<file path="src/hw/armPkg.sv">
package armPkg;

  typedef logic [31:0] wordT;    // Data word, address or instruction
  typedef logic [3:0]  regAddrT;
  typedef logic [3:0]  flagsT;   // N Z C V from msb down
  typedef logic [3:0]  aluCtrlT; // Instruction bits 24..21
  typedef logic [3:0]  condT;
  typedef logic [1:0]  fwdSelT;

  // Data-processing opcodes as encoded in the instruction
  localparam aluCtrlT opAnd = 4'b0000;
  localparam aluCtrlT opEor = 4'b0001;
  localparam aluCtrlT opSub = 4'b0010;
  localparam aluCtrlT opRsb = 4'b0011;
  localparam aluCtrlT opAdd = 4'b0100;
  localparam aluCtrlT opAdc = 4'b0101;
  localparam aluCtrlT opSbc = 4'b0110;
  localparam aluCtrlT opRsc = 4'b0111;
  localparam aluCtrlT opTst = 4'b1000;
  localparam aluCtrlT opTeq = 4'b1001;
  localparam aluCtrlT opCmp = 4'b1010;
  localparam aluCtrlT opCmn = 4'b1011;
  localparam aluCtrlT opOrr = 4'b1100;

  localparam condT condAlways = 4'b1110;

  // Operand sources in execute
  localparam fwdSelT fwdReg = 2'b00; // Register file read in decode
  localparam fwdSelT fwdWb  = 2'b01;
  localparam fwdSelT fwdMem = 2'b10;

endpackage

</file>
<file path="src/hw/aluUnit.sv">
`timescale 1ns/1ps

module aluUnit (
  input  armPkg::wordT    srcA,
  input  armPkg::wordT    srcB,
  input  armPkg::aluCtrlT aluControl,
  input  logic            swap,
  input  logic            carryIn,
  output armPkg::wordT    result,
  output armPkg::flagsT   aluFlags
);
  import armPkg::*;

  wordT        opA, opB, addB;
  logic        isArith, invertB, cin;
  logic [32:0] sum;

  assign opA = swap ? srcB : srcA; // Reverse subtracts
  assign opB = swap ? srcA : srcB;

  always_comb begin
    isArith = 1'b1;
    invertB = 1'b0;
    cin     = 1'b0;
    case (aluControl)
      opSub, opRsb, opCmp: begin
        invertB = 1'b1;
        cin     = 1'b1;
      end
      opSbc, opRsc: begin
        invertB = 1'b1;
        cin     = carryIn; // Borrow is NOT carry
      end
      opAdc:        cin     = carryIn;
      opAdd, opCmn: cin     = 1'b0;
      default:      isArith = 1'b0;
    endcase
  end

  assign addB = invertB ? ~opB : opB;
  assign sum  = {1'b0, opA} + {1'b0, addB} + {32'd0, cin};

  always_comb begin
    case (aluControl)
      opAnd, opTst: result = opA & opB;
      opEor, opTeq: result = opA ^ opB;
      opOrr:        result = opA | opB;
      default:      result = isArith ? sum[31:0] : opB; // Other opcodes pass B
    endcase
  end

  assign aluFlags[3] = result[31];
  assign aluFlags[2] = (result == '0);
  assign aluFlags[1] = isArith & sum[32];
  assign aluFlags[0] = isArith & (opA[31] == addB[31]) & (sum[31] != opA[31]);

endmodule

</file>
<file path="src/hw/armController.sv">
`timescale 1ns/1ps

module armController (
  input  logic            clk,
  input  logic            rstN,
  input  armPkg::wordT    instrD,
  input  armPkg::flagsT   aluFlagsE,
  input  logic            flushE,
  output logic [1:0]      regSrcD,
  output logic [1:0]      immSrcD,
  output logic            aluSrcE,
  output armPkg::aluCtrlT aluControlE,
  output logic            swapE,
  output logic            carryInE,
  output logic            branchTakenE,
  output logic            memtoRegE,
  output logic            memWriteM,
  output logic            regWriteM,
  output logic            memtoRegW,
  output logic            pcSrcW,
  output logic            regWriteW,
  output logic            pcWrPendingF
);
  import armPkg::*;

  logic [9:0] controlsD;
  logic       aluSrcD, memtoRegD, tableWriteD, memWriteD, branchD, aluOpD;
  logic       unimplD, compareD, regWriteD, pcSrcD, swapD;
  aluCtrlT    aluControlD;
  logic [1:0] flagWriteD, flagWriteE;
  logic       branchE, memWriteE, regWriteE, pcSrcE, condExE;
  condT       condE;
  logic       memtoRegM, pcSrcM;

  always_comb begin
    unimplD = 1'b0;
    case (instrD[27:26])
      2'b00:   controlsD = instrD[25] ? 10'b00_00_1_0_1_0_0_1   // DP immediate
                                      : 10'b00_00_0_0_1_0_0_1;  // DP register
      2'b01:   controlsD = instrD[20] ? 10'b00_01_1_1_1_0_0_0   // LDR
                                      : 10'b10_01_1_0_0_1_0_0;  // STR
      2'b10:   controlsD = 10'b01_10_1_0_0_0_1_0;               // B
      default: begin
        controlsD = '0;
        unimplD   = 1'b1;
      end
    endcase
  end

  assign {regSrcD, immSrcD, aluSrcD, memtoRegD,
          tableWriteD, memWriteD, branchD, aluOpD} = controlsD;

  always_comb begin
    if (aluOpD) begin
      aluControlD = instrD[24:21];
    end else if (memWriteD || memtoRegD) begin
      aluControlD = instrD[23] ? opAdd : opSub; // U bit picks offset direction
    end else begin
      aluControlD = opAdd; // Branch target from PC+8
    end
  end

  assign compareD      = aluOpD & (aluControlD inside {opTst, opTeq, opCmp, opCmn});
  assign flagWriteD[1] = aluOpD & instrD[20];
  assign flagWriteD[0] = flagWriteD[1] & (aluControlD inside
                         {opSub, opRsb, opAdd, opAdc, opSbc, opRsc, opCmp, opCmn});
  assign swapD         = aluOpD & (aluControlD inside {opRsb, opRsc});

  // Destination r15 turns a register write into a PC load
  assign regWriteD = tableWriteD & ~compareD & (instrD[15:12] != 4'd15);
  assign pcSrcD    = tableWriteD & ~compareD & (instrD[15:12] == 4'd15);

  always_ff @(posedge clk or negedge rstN) begin
    if (!rstN) begin
      {flagWriteE, branchE, memWriteE, regWriteE, pcSrcE, memtoRegE} <= '0;
    end else if (flushE) begin
      {flagWriteE, branchE, memWriteE, regWriteE, pcSrcE, memtoRegE} <= '0;
    end else begin
      {flagWriteE, branchE, memWriteE, regWriteE, pcSrcE, memtoRegE} <=
        {flagWriteD, branchD, memWriteD, regWriteD, pcSrcD, memtoRegD};
    end
  end

  always_ff @(posedge clk or negedge rstN) begin
    if (!rstN) begin
      {aluSrcE, aluControlE, swapE, condE} <= '0;
    end else begin
      {aluSrcE, aluControlE, swapE, condE} <= {aluSrcD, aluControlD, swapD, instrD[31:28]};
    end
  end

  conditionCheck condCheck (
    .clk        (clk),
    .rstN       (rstN),
    .condE      (condE),
    .flagWriteE (flagWriteE),
    .aluFlagsE  (aluFlagsE),
    .condExE    (condExE),
    .carryInE   (carryInE)
  );

  assign branchTakenE = branchE & condExE;

  always_ff @(posedge clk or negedge rstN) begin
    if (!rstN) begin
      {memWriteM, memtoRegM, regWriteM, pcSrcM} <= '0;
      {memtoRegW, regWriteW, pcSrcW} <= '0;
    end else begin
      memWriteM <= memWriteE & condExE;
      memtoRegM <= memtoRegE;
      regWriteM <= regWriteE & condExE;
      pcSrcM    <= pcSrcE & condExE;
      {memtoRegW, regWriteW, pcSrcW} <= {memtoRegM, regWriteM, pcSrcM};
    end
  end

  assign pcWrPendingF = pcSrcD | pcSrcE | pcSrcM; // PC writer still in flight

  // Undecoded classes that move on to execute must fail their condition
  assert property (@(posedge clk) disable iff (!rstN)
    (unimplD && !flushE) |=> !condExE)
    else $error("unimplemented instruction reached execute with its condition passing");

endmodule

</file>
<file path="src/hw/armCore.sv">
`timescale 1ns/1ps

module armCore #(
  parameter armPkg::wordT resetVector = 32'h0000_0000
) (
  input  logic         clk,
  input  logic         rstN,
  output armPkg::wordT pcF,
  input  armPkg::wordT instrF,
  output armPkg::wordT dataAdr,
  output armPkg::wordT writeData,
  output logic         memWrite,
  input  armPkg::wordT readData
);
  import armPkg::*;

  wordT    instrD;
  flagsT   aluFlagsE;
  aluCtrlT aluControlE;
  logic [1:0] regSrcD, immSrcD;
  logic    aluSrcE, swapE, carryInE, branchTakenE, memtoRegE;
  logic    regWriteM, memtoRegW, pcSrcW, regWriteW, pcWrPendingF;
  regAddrT ra1D, ra2D, ra1E, ra2E, wa3E, wa3M, wa3W;
  fwdSelT  fwdAE, fwdBE;
  logic    stallF, stallD, flushD, flushE;

  armController controller (
    .clk(clk), .rstN(rstN), .instrD(instrD), .aluFlagsE(aluFlagsE), .flushE(flushE),
    .regSrcD(regSrcD), .immSrcD(immSrcD), .aluSrcE(aluSrcE), .aluControlE(aluControlE),
    .swapE(swapE), .carryInE(carryInE), .branchTakenE(branchTakenE),
    .memtoRegE(memtoRegE), .memWriteM(memWrite), .regWriteM(regWriteM),
    .memtoRegW(memtoRegW), .pcSrcW(pcSrcW), .regWriteW(regWriteW),
    .pcWrPendingF(pcWrPendingF)
  );

  datapath #(
    .resetVector(resetVector)
  ) dp (
    .clk(clk), .rstN(rstN), .instrF(instrF),
    .regSrcD(regSrcD), .immSrcD(immSrcD), .aluSrcE(aluSrcE), .aluControlE(aluControlE),
    .swapE(swapE), .carryInE(carryInE), .branchTakenE(branchTakenE),
    .memtoRegW(memtoRegW), .pcSrcW(pcSrcW), .regWriteW(regWriteW),
    .readData(readData), .fwdAE(fwdAE), .fwdBE(fwdBE),
    .stallF(stallF), .stallD(stallD), .flushD(flushD), .flushE(flushE),
    .pcF(pcF), .instrD(instrD), .aluFlagsE(aluFlagsE),
    .dataAdr(dataAdr), .writeData(writeData),
    .ra1D(ra1D), .ra2D(ra2D), .ra1E(ra1E), .ra2E(ra2E),
    .wa3E(wa3E), .wa3M(wa3M), .wa3W(wa3W)
  );

  hazardUnit hazard (
    .ra1D(ra1D), .ra2D(ra2D), .ra1E(ra1E), .ra2E(ra2E),
    .wa3E(wa3E), .wa3M(wa3M), .wa3W(wa3W),
    .regWriteM(regWriteM), .regWriteW(regWriteW), .memtoRegE(memtoRegE),
    .pcWrPendingF(pcWrPendingF), .branchTakenE(branchTakenE), .pcSrcW(pcSrcW),
    .fwdAE(fwdAE), .fwdBE(fwdBE),
    .stallF(stallF), .stallD(stallD), .flushD(flushD), .flushE(flushE)
  );

endmodule

</file>
<file path="src/hw/conditionCheck.sv">
`timescale 1ns/1ps

module conditionCheck (
  input  logic          clk,
  input  logic          rstN,
  input  armPkg::condT  condE,
  input  logic [1:0]    flagWriteE,
  input  armPkg::flagsT aluFlagsE,
  output logic          condExE,
  output logic          carryInE
);
  import armPkg::*;

  flagsT flags;
  logic  n, z, c, v, ge;

  assign {n, z, c, v} = flags;
  assign ge = (n == v);

  always_comb begin
    case (condE)
      4'b0000:    condExE = z;              // EQ
      4'b0001:    condExE = ~z;             // NE
      4'b0010:    condExE = c;              // CS
      4'b0011:    condExE = ~c;             // CC
      4'b0100:    condExE = n;              // MI
      4'b0101:    condExE = ~n;             // PL
      4'b0110:    condExE = v;              // VS
      4'b0111:    condExE = ~v;             // VC
      4'b1000:    condExE = c & ~z;         // HI
      4'b1001:    condExE = ~(c & ~z);      // LS
      4'b1010:    condExE = ge;             // GE
      4'b1011:    condExE = ~ge;            // LT
      4'b1100:    condExE = ~z & ge;        // GT
      4'b1101:    condExE = ~(~z & ge);     // LE
      condAlways: condExE = 1'b1;
      default:    condExE = 1'b0;           // Treated as never
    endcase
  end

  always_ff @(posedge clk or negedge rstN) begin
    if (!rstN) begin
      flags <= '0;
    end else begin
      if (flagWriteE[1] && condExE) begin
        flags[3:2] <= aluFlagsE[3:2]; // N and Z
      end
      if (flagWriteE[0] && condExE) begin
        flags[1:0] <= aluFlagsE[1:0]; // C and V
      end
    end
  end

  assign carryInE = c; // Stored carry feeds ADC SBC RSC

endmodule

</file>
<file path="src/hw/datapath.sv">
`timescale 1ns/1ps

module datapath #(
  parameter armPkg::wordT resetVector = 32'h0000_0000
) (
  input  logic            clk,
  input  logic            rstN,
  input  armPkg::wordT    instrF,
  input  logic [1:0]      regSrcD,
  input  logic [1:0]      immSrcD,
  input  logic            aluSrcE,
  input  armPkg::aluCtrlT aluControlE,
  input  logic            swapE,
  input  logic            carryInE,
  input  logic            branchTakenE,
  input  logic            memtoRegW,
  input  logic            pcSrcW,
  input  logic            regWriteW,
  input  armPkg::wordT    readData,
  input  armPkg::fwdSelT  fwdAE,
  input  armPkg::fwdSelT  fwdBE,
  input  logic            stallF,
  input  logic            stallD,
  input  logic            flushD,
  input  logic            flushE,
  output armPkg::wordT    pcF,
  output armPkg::wordT    instrD,
  output armPkg::flagsT   aluFlagsE,
  output armPkg::wordT    dataAdr,
  output armPkg::wordT    writeData,
  output armPkg::regAddrT ra1D,
  output armPkg::regAddrT ra2D,
  output armPkg::regAddrT ra1E,
  output armPkg::regAddrT ra2E,
  output armPkg::regAddrT wa3E,
  output armPkg::regAddrT wa3M,
  output armPkg::regAddrT wa3W
);
  import armPkg::*;

  localparam wordT bubbleInstr = 32'hF000_0000; // Condition never

  wordT    pcNext, pcPlus4F;
  wordT    extImmD, rd1D, rd2D;
  regAddrT wa3D;
  wordT    rd1E, rd2E, extImmE, srcAE, writeDataE, srcBE, aluResultE;
  wordT    aluResultM, writeDataM;
  wordT    aluResultW, readDataW, resultW;

  assign pcPlus4F = pcF + 32'd4;
  assign pcNext   = branchTakenE ? aluResultE : (pcSrcW ? resultW : pcPlus4F);

  always_ff @(posedge clk or negedge rstN) begin
    if (!rstN) begin
      pcF <= resetVector;
    end else if (!stallF) begin
      pcF <= pcNext;
    end
  end

  always_ff @(posedge clk or negedge rstN) begin
    if (!rstN) begin
      instrD <= bubbleInstr;
    end else if (flushD) begin
      instrD <= bubbleInstr;
    end else if (!stallD) begin
      instrD <= instrF;
    end
  end

  assign ra1D = regSrcD[0] ? 4'd15 : instrD[19:16]; // Branch reads the PC
  assign ra2D = regSrcD[1] ? instrD[15:12] : instrD[3:0]; // STR reads Rd
  assign wa3D = instrD[15:12];

  always_comb begin
    case (immSrcD)
      2'b00:   extImmD = {24'd0, instrD[7:0]};
      2'b01:   extImmD = {20'd0, instrD[11:0]};
      default: extImmD = {{6{instrD[23]}}, instrD[23:0], 2'b00}; // Word branch offset
    endcase
  end

  regFile rf (
    .clk  (clk),
    .rstN (rstN),
    .we3  (regWriteW),
    .ra1  (ra1D),
    .ra2  (ra2D),
    .wa3  (wa3W),
    .wd3  (resultW),
    .r15  (pcPlus4F),
    .rd1  (rd1D),
    .rd2  (rd2D)
  );

  always_ff @(posedge clk) begin
    rd1E    <= rd1D;
    rd2E    <= rd2D;
    extImmE <= extImmD;
  end

  always_ff @(posedge clk or negedge rstN) begin
    if (!rstN) begin
      {ra1E, ra2E, wa3E} <= '0;
    end else if (flushE) begin
      {ra1E, ra2E, wa3E} <= '0; // Bubble matches nothing useful
    end else begin
      {ra1E, ra2E, wa3E} <= {ra1D, ra2D, wa3D};
    end
  end

  always_comb begin
    case (fwdAE)
      fwdMem:  srcAE = aluResultM;
      fwdWb:   srcAE = resultW;
      default: srcAE = rd1E;
    endcase
    case (fwdBE)
      fwdMem:  writeDataE = aluResultM;
      fwdWb:   writeDataE = resultW;
      default: writeDataE = rd2E;
    endcase
  end

  assign srcBE = aluSrcE ? extImmE : writeDataE;

  aluUnit alu (
    .srcA       (srcAE),
    .srcB       (srcBE),
    .aluControl (aluControlE),
    .swap       (swapE),
    .carryIn    (carryInE),
    .result     (aluResultE),
    .aluFlags   (aluFlagsE)
  );

  always_ff @(posedge clk) begin
    aluResultM <= aluResultE;
    writeDataM <= writeDataE;
    aluResultW <= aluResultM;
    readDataW  <= readData;
  end

  always_ff @(posedge clk or negedge rstN) begin
    if (!rstN) begin
      wa3M <= '0;
      wa3W <= '0;
    end else begin
      wa3M <= wa3E;
      wa3W <= wa3M;
    end
  end

  assign dataAdr   = aluResultM;
  assign writeData = writeDataM;
  assign resultW   = memtoRegW ? readDataW : aluResultW;

endmodule

</file>
<file path="src/hw/hazardUnit.sv">
`timescale 1ns/1ps

module hazardUnit (
  input  armPkg::regAddrT ra1D,
  input  armPkg::regAddrT ra2D,
  input  armPkg::regAddrT ra1E,
  input  armPkg::regAddrT ra2E,
  input  armPkg::regAddrT wa3E,
  input  armPkg::regAddrT wa3M,
  input  armPkg::regAddrT wa3W,
  input  logic            regWriteM,
  input  logic            regWriteW,
  input  logic            memtoRegE,
  input  logic            pcWrPendingF,
  input  logic            branchTakenE,
  input  logic            pcSrcW,
  output armPkg::fwdSelT  fwdAE,
  output armPkg::fwdSelT  fwdBE,
  output logic            stallF,
  output logic            stallD,
  output logic            flushD,
  output logic            flushE
);
  import armPkg::*;

  logic ldStall;

  // Memory stage holds the newer value
  assign fwdAE = (regWriteM && (ra1E == wa3M)) ? fwdMem :
                 (regWriteW && (ra1E == wa3W)) ? fwdWb : fwdReg;
  assign fwdBE = (regWriteM && (ra2E == wa3M)) ? fwdMem :
                 (regWriteW && (ra2E == wa3W)) ? fwdWb : fwdReg;

  assign ldStall = memtoRegE & ((ra1D == wa3E) | (ra2D == wa3E)); // Load result not ready

  assign stallF = ldStall | (pcWrPendingF & ~branchTakenE); // Taken branch must still load PC
  assign stallD = ldStall;
  assign flushD = branchTakenE | pcSrcW | (pcWrPendingF & ~ldStall);
  assign flushE = ldStall | branchTakenE;

  // A load in execute never coincides with a taken branch or a PC load in writeback
  always_comb begin
    assert final (!(stallD && flushD))
      else $error("decode stalled and flushed in the same cycle");
  end

endmodule

</file>
<file path="src/hw/regFile.sv">
`timescale 1ns/1ps

module regFile (
  input  logic            clk,
  input  logic            rstN,
  input  logic            we3,
  input  armPkg::regAddrT ra1,
  input  armPkg::regAddrT ra2,
  input  armPkg::regAddrT wa3,
  input  armPkg::wordT    wd3,
  input  armPkg::wordT    r15,
  output armPkg::wordT    rd1,
  output armPkg::wordT    rd2
);
  import armPkg::*;

  wordT regs [0:14]; // r0 to r14

  // Falling edge write lets decode read the result in the same cycle
  always_ff @(negedge clk) begin
    if (we3) begin
      regs[wa3] <= wd3;
    end
  end

  assign rd1 = (ra1 == 4'd15) ? r15 : regs[ra1]; // r15 reads as PC+8
  assign rd2 = (ra2 == 4'd15) ? r15 : regs[ra2];

  // The controller turns r15 writes into PC loads
  assert property (@(negedge clk) disable iff (!rstN)
    we3 |-> (wa3 != 4'd15))
    else $error("register write targets r15");

endmodule

</file>
<file path="config.mk">
export PLATFORM = sky130hd
export DESIGN_NAME = armCore
export DESIGN_NICKNAME = d
export VERILOG_FILES = /design/src/hw/armPkg.sv /design/src/hw/aluUnit.sv /design/src/hw/armController.sv /design/src/hw/armCore.sv /design/src/hw/conditionCheck.sv /design/src/hw/datapath.sv /design/src/hw/hazardUnit.sv /design/src/hw/regFile.sv
export SDC_FILE = /design/constraint.sdc
export NUM_CORES = 2
export LEC_CHECK = 0
export BUFFER_PORTS_ARGS = -buffer_cell sky130_fd_sc_hd__buf_2
export CORE_ASPECT_RATIO = 0.75
export CORE_MARGIN = 5
export CORE_UTILIZATION = 40
export CTS_CLUSTER_DIAMETER = 100
export DETAILED_ROUTE_END_ITERATION = 10
export PLACE_DENSITY = 0.67
export SYNTH_ARGS = -nofsm -noshare
export SYNTH_HDL_FRONTEND = slang
export SYNTH_SLANG_ARGS = --single-unit
export TNS_END_PERCENT = 50
</file>
<file path="constraint.sdc">
create_clock -name clk -period 5 [get_ports clk]
set_input_delay 1 -clock clk [delete_from_list [all_inputs] [get_ports clk]]
set_output_delay 1 -clock clk [all_outputs]
set_load 0.03 [all_outputs]
</file>
# Yosys cells after proc, flatten, opt, wreduce, memory -nomap -nowiden
# Memories as Yosys holds them, arrays and structs flattened.
# Index checks and enable logic that the tools add are counted.
word_totals:
  mem_count: 1
  reg_bits: 336
  in_bits: 66
  mem_bits_rw: 480
  out_inout_bits: 97
  wordCells: 198
op_classes:
  mux: 43
  eq_ne: 57
  addsub: 3
  n_bitwise: 40
  reduce_logical: 21
memory_table:
  columns: ["memory", "words", "width", "rd", "rd_clocked_by_memory_dff", "write_ports", "line", "source"]
  rows:
  - ["dp.rf.regs", 15, 32, 2, 0, 1, "regFile.sv:17", "wordT regs [0:14];"]
ops:
  columns: ["operator", "count"]
  rows:
  - ["32-bit two-way mux", 12]
  - ["32-bit one-hot mux with 2 select lines", 3]
  - ["32-bit one-hot mux with 3 select lines", 1]
  - ["4-bit equality test, second input constant", 19]
  - ["4-bit by 3-bit equality test with 1-bit output, second input constant", 12]
  - ["32-bit by 32-bit adder with 33-bit output", 1]
  - ["33-bit by 1-bit adder with 33-bit output", 1]
  - ["32-bit by 3-bit adder with 32-bit output, second input constant", 1]
  - ["32-bit AND", 1]
  - ["32-bit zero test", 1]
  - ["32-bit NOT", 1]
  - ["32-bit bitwise OR", 1]
  - ["32-bit bitwise XOR", 1]
  - ["10-bit one-hot mux with 3 select lines", 1]
  - ["4-bit two-way mux", 7]
  - ["4-bit by 2-bit equality test with 1-bit output, second input constant", 6]
  - ["4-bit equality test", 6]
  - ["1-bit AND", 19]
  - ["1-bit one-hot mux with 15 select lines", 1]
  - ["1-bit two-way mux", 11]
  - ["10-bit two-way mux", 1]
  - ["1-bit NOT", 10]
  - ["2-bit by 1-bit equality test with 1-bit output, second input constant", 4]
  - ["4-bit by 1-bit equality test with 1-bit output, second input constant", 2]
  - ["other kinds (21)", 41]

# Depth between registers and ports, before layout
logic_depth:
  ltp_word: 16
  ltp_mapped: 26
  mapped_depth_nobuf: 22

# By module
# From an unflattened synthesis, not the netlist that was laid out.
unflattened:
  hier_cells: 3370
  hier_area_um2: 41009.3
by_module_without_submodules:
  columns: ["module", "seq_area_each_um2", "area_each_um2", "n_inst", "cells_each"]
  rows:
  - ["regFile", 14413.8, 23120.9, 1, 1498]
  - ["datapath", 6471.2, 11354.6, 1, 1044]
  - ["aluUnit", 0.0, 4947.2, 1, 682]
  - ["armController", 600.6, 907.1, 1, 67]
  - ["conditionCheck", 100.1, 370.4, 1, 35]
  - ["hazardUnit", 0.0, 309.0, 1, 44]

==> flow_summary.yaml <==
run_status:
  status: "finished, violations left"
  violations: "negative setup slack"
sta:
  finalMaxSlewViolations: 0
  fin_ws_ns: -0.151
  fmax_ghz: 0.194
  tns_ns: -0.151
  rsz0062_at_grt: "yes"
  period_share_pct: 103
  finalCriticalPeriod_ns: 5.15
  worst_pin_slew_ns: 1.32
  setup_viol: 1
  skew_ns: 0.0429
  hold_viol_final: 0
  relSlewSlack_pct: 11.7
cells_and_area:
  final_common_cell: "nand2_1"
  nNetsFinal: 5089
  multi_input_area_sq_mm: 0.0188
  layout-drive-gt1-share_pct: 22.6
  syn_to_final_growth_pct: 28.0
  fillerInstances: 8973
  final_cell_mix: "653 x nand2_1, 597 x inv_1, 483 x buf_4, 480 x edfxtp_1, 219 x a21oi_1"
  seqCellArea_sq_mm: 0.0216
global_routing:
  first_global_vias: 36500
  grt_max_degree: 152
  grt_use_total_pct: 30.1
  grt_overflow_total: 0
  antenna_found_initial: 5
  grt_pass1_wl_um: 242000
die:
  start_util_pct: 40.4
  die_h_um: 288
  rows: 101
  core_region_area_sq_mm: 0.102
  io_pins: 163
  dieArea_sq_mm: 0.109
  die_w_um: 380
critical_path:
  critPathMaxStageDelay_ns: 0.45
  arrival_ns: 5.79
  end_kind: "flop"
  crit_chain: "xnor2_2, and3_1, a21oi_1, o311ai_2, nand2_1, o21ai_2, xnor2_2, fa_2, buf_4, a211o_1, a21oi_2, a221oi_2, buf_4, o32a_1, xor2_1, a221o_1, a2111oi_2, buf_4, and4_1, and4_1, buf_6, nand4_1, nand2_1"
  critPathMaxFanout: 5
  cp.required_ns: 5.64
  cp-start-kind: "flop"
  crit_slowest_cell: "fa_2"
  worst-setup-path-type: "flop to flop"
  cpMostUsedCell: "buf_4"
logic_synthesis:
  synth_top_area_cell: "edfxtp_1"
  yosys-top-cells-area: "edfxtp_1 35%, dfxtp_1 11%, dfrtp_1 6.6%"
  synth_edf_count: 480
  synth_ff_type: "edfxtp_1"
  ys_seq_area_share_pct: 52.5
  synth_top_area_share_pct: 35.1
  ys_types: 88
  netlist_area_sq_mm: 0.0411
  avgSynthCellArea_sq_um: 10.4
  ys_ff_latch: 810
  ys_warn_count: 0
  syn-num-nets: 4121
  synthArstFlopShare_pct: 13.8
  synthCells: 3953
placed_design:
  port_buffers: 162
  post-place-ws_ns: -0.690
  gp_congestion: 1.02
  hpwl_um: 117000
clocking:
  cts_made_buffers: 81
  insertion_delay_ns: 0.71
  cts_max_level: 3
  cts_hold_buf: 0
  clk_pin_slew_worst_paths_ns: 0.07
  cts_buffer_depth: 3
  cts.root.buffer_cell: "clkbuf_16"
  clock-sinks: 810
  cts_tree: "yes"
routing:
  wire_per_inst_um: 27.2
  via_per_inst: 6.03
  drt-total-wl_um: 172000
  drtIter0Drc: 5558
  drt_first_pass_iters: 7
  ant_nets: 0
  drc: 0
  vias: 38100
min_path:
  hp-class: "primary input to async pin"
job:
  cap_viol_max_count: 0
metrics by stage:
stage                     instance area [sq um]  std cells  hold slack [ns]  util, %
after floorplan                           41100       3953            0.331        -
after global placement                    46800       5661            0.362     46.0
after detailed placement                  46800       5661            0.374     46.0
after CTS                                 52000       6307            0.329     51.2
after global routing                      52600       6325            0.368     51.8
final                                     52600       6328            0.337     51.8
cell families after synthesis:
group                    synth area share, %
AO/OA/AOI/OAI                           16.5
AND/OR/NAND/NOR                         12.8
multiplexers                            8.98
flip-flops                              52.5
buffers and inverters                   3.93
XOR/XNOR                                2.17
adder cells (fa/ha/maj)                 3.14
worst paths after layout:
check	from	end	slack, ns	cells past startpoint
worst max-delay path	dp.ra2E[0]$_DFF_PN0_	controller.condCheck.flags[2]$_DFFE_PN0P_	-0.15	23
worst min-delay path	rstN	dp.pcF[13]$_DFFE_PN0N_	0.34	1
worst max register to register	dp.ra2E[0]$_DFF_PN0_	controller.condCheck.flags[2]$_DFFE_PN0P_	-0.15	23
worst min register to register	controller.pcSrcM$_DFF_PN0_	controller.pcSrcW$_DFF_PN0_	0.39	0
max in group asynchronous	rstN	dp.instrD[28]$_DFFE_PN1P_	3.73	2
min in group clk	controller.pcSrcM$_DFF_PN0_	controller.pcSrcW$_DFF_PN0_	0.39	0
registers in the layout, indices dropped and copies added, names as in the netlist, 26 cells and up:
register	flops
dp.pcF	32
dp.readDataW	32
dp.dataAdr	32
dp.rf.regs	480
dp.writeData	32
dp.aluResultW	32
dp.instrD	32
dp.rd1E	32
dp.extImmE	26
dp.rd2E	32
cells in the mapped netlist (all sizes together), types with 90 or more instances:
cell type / n
o21ai: 237
edfxtp: 480
dfxtp: 218
dfrtp: 108
nand2: 655
ha: 100
clkbuf: 211
nor2: 201
mux2: 105
a31oi: 90
inv: 112
a21oi: 233
mux2i: 203
metal layers:
| layer | track usage (%) | vias to the layer above | share of wire [%] |
|---|---|---|---|
| li1 | - | 16600 | - |
| met1 | 42.7 | 18500 | 41 |
| met2 | 41.7 | 2701 | 40 |
| met3 | 11.6 | 403 | 16 |
| met4 | 10.3 | 0 | 3.4 |
| met5 | 0 | - | 0 |
repair_timing:
| action | CTS | global route |
|---|---|---|
| buffers inserted | 18 | 17 |
| resized for setup | 108 | 85 |
| pin swaps | 33 | 32 |
| cloned | 1 | 2 |
| endpoints found under the setup margin | 28 | 21 |
critical path: cells and delay by family (launching register included):
| kind | cells | cell delay [ns] |
|---|---|---|
| flip-flops | 1 | 0.42 |
| AO/OA/AOI/OAI | 9 | 2.23 |
| XOR/XNOR | 3 | 0.42 |
| buffers and inverters | 4 | 0.65 |
| AND/OR/NAND/NOR | 6 | 0.92 |
| adder cells (fa/ha/maj) | 1 | 0.45 |
final cells by class:
| class | instances | area share [%] |
|---|---|---|
| Sequential cell | 810 | 41.1 |
| Multi-Input combinational cell | 2740 | 35.8 |
| Timing Repair Buffer | 697 | 10.3 |
| Clock inverter | 531 | 4.53 |
| Clock buffer | 97 | 4.31 |
| Tap cell | 1339 | 3.19 |
| Inverter | 111 | 0.799 |
| Antenna cell | 3 | 0.0143 |
Power is left out: the tool's default activity adds up to more than one toggle a clock period on the data nets, which glitch-free logic cannot reach.
